## config.mk

```make
export PLATFORM = sky130hd
export DESIGN_NAME = l1_cache
export DESIGN_NICKNAME = d
export VERILOG_FILES = /design/src/l1_cache_pkg.sv /design/src/l1_cache.sv /design/src/l1_cache_controller.sv /design/src/l1_cache_data_array.sv /design/src/l1_cache_tag_array.sv
export VERILOG_INCLUDE_DIRS = /design/src
export SDC_FILE = /design/constraint.sdc
export NUM_CORES = 1
export LEC_CHECK = 0
export BUFFER_PORTS_ARGS = -buffer_cell sky130_fd_sc_hd__buf_2
export CORE_ASPECT_RATIO = 1.5
export CORE_MARGIN = 4
export CORE_UTILIZATION = 43
export CTS_CLUSTER_SIZE = 20
export DETAILED_ROUTE_END_ITERATION = 16
export GPL_ROUTABILITY_DRIVEN = 0
export GPL_TIMING_DRIVEN = 0
export PLACE_DENSITY = 0.58
export SYNTH_ARGS = -nofsm -noshare
export SYNTH_HDL_FRONTEND = slang
export SYNTH_SLANG_ARGS = --single-unit
```

## constraint.sdc

```tcl
create_clock -name clk -period 10.79 [get_ports clk]
set_clock_uncertainty 0.05 [all_clocks]
set_input_delay 3.237 -clock clk [delete_from_list [all_inputs] [get_ports clk]]
set_output_delay 3.237 -clock clk [all_outputs]
set_load 0.005 [all_outputs]
```

## src/l1_cache_defines.svh

```systemverilog
`ifndef L1_CACHE_DEFINES_SVH
`define L1_CACHE_DEFINES_SVH

// Word address into DRAM
`define L1_ADDR_W 16

// CPU and DRAM data word
`define L1_DATA_W 32

// 16 lines of one word each
`define L1_INDEX_W 4

// Upper address bits kept per line
`define L1_TAG_W (`L1_ADDR_W - `L1_INDEX_W)

// Line count derived from the index
`define L1_LINES (1 << `L1_INDEX_W)

`endif
```

## src/l1_cache_pkg.sv

```systemverilog
package l1_cache_pkg;

	// Controller states
	typedef enum logic [2:0]
	{
		IDLE      = 3'd0,
		LOOKUP    = 3'd1,
		WRITEBACK = 3'd2, // Dirty victim out to DRAM
		REFILL    = 3'd3,
		UPDATE    = 3'd4, // CPU word into the line
		RESPOND   = 3'd5
	} cache_state_e;

	// Latched request kind
	typedef enum logic
	{
		OP_READ  = 1'b0,
		OP_WRITE = 1'b1
	} cache_op_e;

	// Data array write source
	typedef enum logic
	{
		SRC_CPU = 1'b0,
		SRC_MEM = 1'b1
	} data_src_e;

endpackage

```

## src/l1_cache.sv

```systemverilog
`timescale 1ns/1ps

`include "l1_cache_defines.svh"

module l1_cache
(
	input  logic                  clk,
	input  logic                  rst,

	input  logic                  cpu_cs,
	input  logic                  cpu_we,
	input  logic [`L1_ADDR_W-1:0] cpu_addr,
	input  logic [`L1_DATA_W-1:0] cpu_wdata,
	output logic [`L1_DATA_W-1:0] cpu_rdata,
	output logic                  cpu_ack,

	output logic                  mem_cs,
	output logic                  mem_we,
	output logic [`L1_ADDR_W-1:0] mem_addr,
	output logic [`L1_DATA_W-1:0] mem_wdata,
	input  logic [`L1_DATA_W-1:0] mem_rdata,
	input  logic                  mem_ack
);

	logic [`L1_ADDR_W-1:0]   req_addr;
	logic [`L1_DATA_W-1:0]   req_wdata;
	logic [`L1_INDEX_W-1:0]  index;
	logic [`L1_TAG_W-1:0]    tag;
	logic [`L1_TAG_W-1:0]    victim_tag;
	logic [`L1_DATA_W-1:0]   rdata;
	logic                    hit;
	logic                    victim_dirty;
	logic                    tag_we;
	logic                    dirty_we;
	logic                    dirty_val;
	logic                    data_we;
	logic                    mem_addr_sel;
	l1_cache_pkg::data_src_e data_src;

	assign index = req_addr[`L1_INDEX_W-1:0];
	assign tag   = req_addr[`L1_ADDR_W-1:`L1_INDEX_W];

	// Victim address during writeback, request address otherwise
	assign mem_addr  = mem_addr_sel ? {victim_tag, index} : req_addr;
	assign mem_wdata = rdata;
	assign cpu_rdata = rdata;

	l1_cache_controller u_ctrl
	(
		.clk(clk), .rst(rst),
		.cpu_cs(cpu_cs), .cpu_we(cpu_we), .cpu_addr(cpu_addr), .cpu_wdata(cpu_wdata),
		.cpu_ack(cpu_ack), .hit(hit), .victim_dirty(victim_dirty),
		.req_addr(req_addr), .req_wdata(req_wdata),
		.tag_we(tag_we), .dirty_we(dirty_we), .dirty_val(dirty_val),
		.data_we(data_we), .data_src(data_src), .mem_addr_sel(mem_addr_sel),
		.mem_cs(mem_cs), .mem_we(mem_we), .mem_ack(mem_ack)
	);

	l1_cache_tag_array u_tags
	(
		.clk(clk), .rst(rst), .index(index), .tag(tag),
		.tag_we(tag_we), .dirty_we(dirty_we), .dirty_val(dirty_val),
		.hit(hit), .victim_dirty(victim_dirty), .victim_tag(victim_tag)
	);

	l1_cache_data_array u_data
	(
		.clk(clk), .index(index), .data_we(data_we), .data_src(data_src),
		.cpu_wdata(req_wdata), .mem_rdata(mem_rdata), .rdata(rdata)
	);

endmodule

```

## src/l1_cache_controller.sv

```systemverilog
`timescale 1ns/1ps

`include "l1_cache_defines.svh"

module l1_cache_controller
(
	input  logic                    clk,
	input  logic                    rst,

	input  logic                    cpu_cs,
	input  logic                    cpu_we,
	input  logic [`L1_ADDR_W-1:0]   cpu_addr,
	input  logic [`L1_DATA_W-1:0]   cpu_wdata,
	output logic                    cpu_ack,

	input  logic                    hit,
	input  logic                    victim_dirty,
	output logic [`L1_ADDR_W-1:0]   req_addr,
	output logic [`L1_DATA_W-1:0]   req_wdata,
	output logic                    tag_we,
	output logic                    dirty_we,
	output logic                    dirty_val,
	output logic                    data_we,
	output l1_cache_pkg::data_src_e data_src,

	output logic                    mem_addr_sel,
	output logic                    mem_cs,
	output logic                    mem_we,
	input  logic                    mem_ack
);

	l1_cache_pkg::cache_state_e state;
	l1_cache_pkg::cache_state_e next_state;
	l1_cache_pkg::cache_op_e    req_op;
	logic                       req_miss;
	logic                       refill_done;

	always_comb
	begin
		next_state = state;
		case (state)
			l1_cache_pkg::IDLE:
			begin
				if (cpu_cs)
				begin
					next_state = l1_cache_pkg::LOOKUP;
				end
			end
			l1_cache_pkg::LOOKUP:
			begin
				if (hit)
				begin
					if (req_op == l1_cache_pkg::OP_READ)
					begin
						next_state = l1_cache_pkg::RESPOND;
					end
					else
					begin
						next_state = l1_cache_pkg::UPDATE;
					end
				end
				else if (victim_dirty)
				begin
					next_state = l1_cache_pkg::WRITEBACK;
				end
				else if (req_op == l1_cache_pkg::OP_READ)
				begin
					next_state = l1_cache_pkg::REFILL;
				end
				else
				begin
					next_state = l1_cache_pkg::UPDATE; // Word covers the whole line
				end
			end
			l1_cache_pkg::WRITEBACK:
			begin
				if (mem_ack)
				begin
					if (req_op == l1_cache_pkg::OP_READ)
					begin
						next_state = l1_cache_pkg::REFILL;
					end
					else
					begin
						next_state = l1_cache_pkg::UPDATE;
					end
				end
			end
			l1_cache_pkg::REFILL:
			begin
				if (mem_ack)
				begin
					next_state = l1_cache_pkg::RESPOND;
				end
			end
			l1_cache_pkg::UPDATE:  next_state = l1_cache_pkg::RESPOND;
			l1_cache_pkg::RESPOND: next_state = l1_cache_pkg::IDLE;
			default:               next_state = l1_cache_pkg::IDLE;
		endcase
	end

	always_ff @(posedge clk)
	begin
		if (!rst)
		begin
			state    <= l1_cache_pkg::IDLE;
			cpu_ack  <= 1'b0;
			req_miss <= 1'b0;
		end
		else
		begin
			state    <= next_state;
			cpu_ack  <= (next_state == l1_cache_pkg::RESPOND); // High only in RESPOND
			if (state == l1_cache_pkg::LOOKUP)
			begin
				req_miss <= !hit;
			end
		end
	end

	// Request payload captured on acceptance
	always_ff @(posedge clk)
	begin
		if (state == l1_cache_pkg::IDLE && cpu_cs)
		begin
			req_addr  <= cpu_addr;
			req_wdata <= cpu_wdata;
			req_op    <= cpu_we ? l1_cache_pkg::OP_WRITE : l1_cache_pkg::OP_READ;
		end
	end

	assign refill_done = (state == l1_cache_pkg::REFILL) && mem_ack;

	always_comb
	begin
		tag_we       = refill_done || (state == l1_cache_pkg::UPDATE && req_miss);
		dirty_we     = refill_done || (state == l1_cache_pkg::UPDATE);
		dirty_val    = (state == l1_cache_pkg::UPDATE); // Refilled lines stay clean
		data_we      = refill_done || (state == l1_cache_pkg::UPDATE);
		data_src     = refill_done ? l1_cache_pkg::SRC_MEM : l1_cache_pkg::SRC_CPU;
		mem_addr_sel = (state == l1_cache_pkg::WRITEBACK);
		mem_cs       = (state == l1_cache_pkg::WRITEBACK) || (state == l1_cache_pkg::REFILL);
		mem_we       = (state == l1_cache_pkg::WRITEBACK);
	end

endmodule

```

## src/l1_cache_data_array.sv

```systemverilog
`timescale 1ns/1ps

`include "l1_cache_defines.svh"

module l1_cache_data_array
(
	input  logic                     clk,
	input  logic [`L1_INDEX_W-1:0]   index,
	input  logic                     data_we,
	input  l1_cache_pkg::data_src_e  data_src,
	input  logic [`L1_DATA_W-1:0]    cpu_wdata,
	input  logic [`L1_DATA_W-1:0]    mem_rdata,
	output logic [`L1_DATA_W-1:0]    rdata
);

	logic [`L1_DATA_W-1:0] mem [`L1_LINES];
	logic [`L1_DATA_W-1:0] wdata;

	// Refill and CPU store share the single write port
	always_comb
	begin
		if (data_src == l1_cache_pkg::SRC_MEM)
		begin
			wdata = mem_rdata;
		end
		else
		begin
			wdata = cpu_wdata;
		end
	end

	always_ff @(posedge clk)
	begin
		if (data_we)
		begin
			mem[index] <= wdata;
		end
	end

	assign rdata = mem[index]; // Async read

endmodule

```

## src/l1_cache_tag_array.sv

```systemverilog
`timescale 1ns/1ps

`include "l1_cache_defines.svh"

module l1_cache_tag_array
(
	input  logic                   clk,
	input  logic                   rst,
	input  logic [`L1_INDEX_W-1:0] index,
	input  logic [`L1_TAG_W-1:0]   tag,
	input  logic                   tag_we,
	input  logic                   dirty_we,
	input  logic                   dirty_val,
	output logic                   hit,
	output logic                   victim_dirty,
	output logic [`L1_TAG_W-1:0]   victim_tag
);

	logic [`L1_LINES-1:0] valid;
	logic [`L1_LINES-1:0] dirty;
	logic [`L1_TAG_W-1:0] tags [`L1_LINES];

	// Valid bits are the only state cleared by reset
	always_ff @(posedge clk)
	begin
		if (!rst)
		begin
			valid <= '0;
		end
		else if (tag_we)
		begin
			valid[index] <= 1'b1;
		end
	end

	always_ff @(posedge clk)
	begin
		if (tag_we)
		begin
			tags[index] <= tag;
		end
	end

	// A fresh tag comes in clean unless dirty is written alongside
	always_ff @(posedge clk)
	begin
		if (dirty_we)
		begin
			dirty[index] <= dirty_val;
		end
		else if (tag_we)
		begin
			dirty[index] <= 1'b0;
		end
	end

	always_comb
	begin
		victim_tag   = tags[index];
		hit          = valid[index] && (tags[index] == tag);
		victim_dirty = valid[index] && dirty[index]; // Needs writeback on a miss
	end

endmodule

```

==> out/summary.txt <==
TritonCTS clock tree = done
Layout cell share with drive strength beyond 1 = 37.55%
Worst Hold Path Cells = 1
Antenna Violating Nets Remaining = 0
Worst-margin pin slew = 1.379 ns
P_sw = 2030 µW
Via Count = 15467
I/O Buffers = 166
Final Hold Violating Endpoints = 0
Initial Util = 43.32%
# setup viols final = 0
Mapped Area = 31350 µm²
Dominant synthesized flop cell = edfxtp_1
Sequential cell area fraction in the yosys report = 75.25%
Multi-input gate area = 7320 µm²
Die width = 228.5 µm
HPWL Detailed = 51470 µm
Status = completed
Fmax = 127.7 MHz
Largest net degree at the start of global routing = 23
Count leader, synth = edfxtp_1
RSZ-0062 raised after global routing = no
CTS H-tree depth = 3
Synth Instances = 1457
Synthesized flop and latch total = 794
Layout Utilization = 51.01%
Antenna diodes = 0
Setup crit end kind = primary output
# rows = 121
FF-to-FF path depth = 10
Final nets = 1843
Layout area overhead = 17.74%
Pwr dens = 211.9 nW/µm²
Syn. warnings = 0
CTS Buf Count = 77
Gr usage total = 19.91%
Inst Count DP = 2601
Vias in the first global route = 16377
Crit path DAT = 4.54 ns
Clock Tree Root = clkbuf_16
Clock Sinks = 794
CP Launch Type = flop
CP required = 7.50 ns
Area fraction of the dominant cell type after synthesis = 73.66%
Final wirelength = 77050 µm
Initial antenna violation count = 1
Switching portion of total power = 25.94%
Leading cell types by count after synthesis = edfxtp_1, mux4_2, nor2_1, clkbuf_1, mux2_2
Reg area = 23590 µm²
Die area = 77380 µm²
Worst skew pair latency = 0.64 ns
Setup tns final = 0 ns
Fillers = 5734
Min-delay worst type = flop to flop
Headroom to the max-slew limit = 8.036%
Global route overflow = 0
Setup bufs post-CTS = 0
Seq pwr share = 46.2%
Wire per inst = 28.19 µm
Cell variety after synth = 53
DR pass1 iterations = 5
Combinational power share = 20.0%
Worst vdd ir = 0.1169 mV
1st-iter DRT viols = 1243
Post-route DRC = 0
Kind of critical path = flop to primary output
Max Cap Viol = 0
Clock power share = 33.8%
Syn_nets = 1542
DIE HEIGHT = 338.7 µm
CTS Hold Bufs = 0
Post-synth ARST share = 0%
Pleak = 0.01200 µW
Cts repair resizes = 0
Cell taking the most area after synthesis = edfxtp_1
Clk pin slew, worst setup/hold paths = 0.05 ns
Via density = 5.659
Core area = 72370 µm²
Ports = 168
Post-synth EDFFs = 769
Top fanout value on the critical path = 10
Average size of a mapped cell = 21.52 µm²
Post-route insts no fill = 2733
Internal = 5794 µW
Minimum clock period = 7.831 ns
Deepest clock path buffer count = 3
Final worst-path cycle share = 72.58%
First-pass GRT wire length = 112100 µm
Synth area leaders = edfxtp_1, mux4_2, mux2_2
Slew Viols, Final = 0
[critical path, cell delays in order (launching register included)]
cell	delay (ns)
dfxtp_1	0.33
buf_6	0.18
buf_6	0.22
buf_6	0.21
buf_2	0.36
clkbuf_1	0.51
clkbuf_1	0.84
mux4_2	0.43
mux4_2	0.54
buf_4	0.15
buf_2	0.12
[per-layer routing]
metal	part of all wire [%]	track usage, %	vias up	wire (µm)
li1	-	-	6637	-
met1	38	23.95	8228	28920
met2	55	36.76	491	42510
met3	4.5	2.909	109	3460
met4	2.8	6.497	2	2144
met5	0.0091	0	-	7
[stage by stage]
stage | area (µm²) | total power (µW) | setup slack (ns) | hold slack [ns]
final | 36910 | 7824 | 2.959 | 0.4096
after global routing | 36910 | 8134 | 2.770 | 0.4367
after CTS | 36910 | 7918 | 2.922 | 0.4106
after detailed placement | 34490 | 5283 | 3.610 | 0.3983
after global placement | 33340 | 5235 | -5.907 | 0.3913
after floorplan | 31350 | 4677 | 1.218 | 0.3854
[state kept, by name (all words and copies together) (netlist names), named ones only]
register and flops:
u_ctrl.req_wdata 32, u_tags.dirty 16, u_data.mem 512, u_tags.tags 192
u_ctrl.req_addr 16, u_ctrl.req_op 1, u_ctrl.cpu_ack 1, u_ctrl.state 3
u_ctrl.req_miss 1, u_tags.valid 16
[kinds of logic (layout without fill, tap and decap cells)]
family,Yosys count,after routing,share of synthesized area [%]
AOI/OAI and AO/OA,87,87,1.904
DFF,794,794,75.25
xor gates and xnor gates,18,18,0.5028
and+or+nand+nor,146,146,2.283
buffers and inverters,120,474,2.059
muxes,292,292,18.00
[layout make-up]
type	count	share of cell area, %
Buffer	115	1.702
Clock buffer	93	5.521
Clock inverter	39	1.041
Inverter	5	0.05084
Multi-Input combinational cell	543	19.83
Sequential cell	794	63.91
Tap cell	922	3.125
Timing Repair Buffer	222	4.820
[worst paths after layout]
| kind | slack, ns | startpoint | endpoint |
|---|---|---|---|
| hold reg to reg | 0.41 | u_tags.valid[6] | u_tags.valid[6] |
| hold / removal | 0.41 | u_tags.valid[6] | u_tags.valid[6] |
| setup reg to reg | 6.62 | flop | u_ctrl.req_miss |
| setup / recovery | 2.96 | flop | mem_wdata[5] |
[power groups by stage]
stage	combinational [µW]	clock, µW	sequential, µW
finish	1570	2640	3620
global route	1690	2820	3620
CTS	1600	2700	3620
detailed placement	1600	0	3680
global placement	1540	0	3700
floorplan	1010	0	3670
[placed cells by master, fill, tap and decap left out, types with 5 or more instances in the layout]
cell type    n
a21oi_1      9
buf_1       14
buf_12      10
buf_16      16
buf_2      178
buf_4       47
buf_6       25
bufinv_16    7
clkbuf_1    57
clkbuf_16   78
clkinv_1    16
clkinv_2    10
dfxtp_1     25
edfxtp_1   769
inv_6        5
mux2_2      46
mux2i_1     35
mux4_1       6
mux4_2     205
nand2_1     36
nand2b_1    12
nand3_1      9
nor2_1      31
nor2_4      16
nor3_2      16
o21a_1      17
o21ai_0     24
o22ai_1     11
xnor2_1      7
xor2_1      11
(Power assumes the default switching activity.)
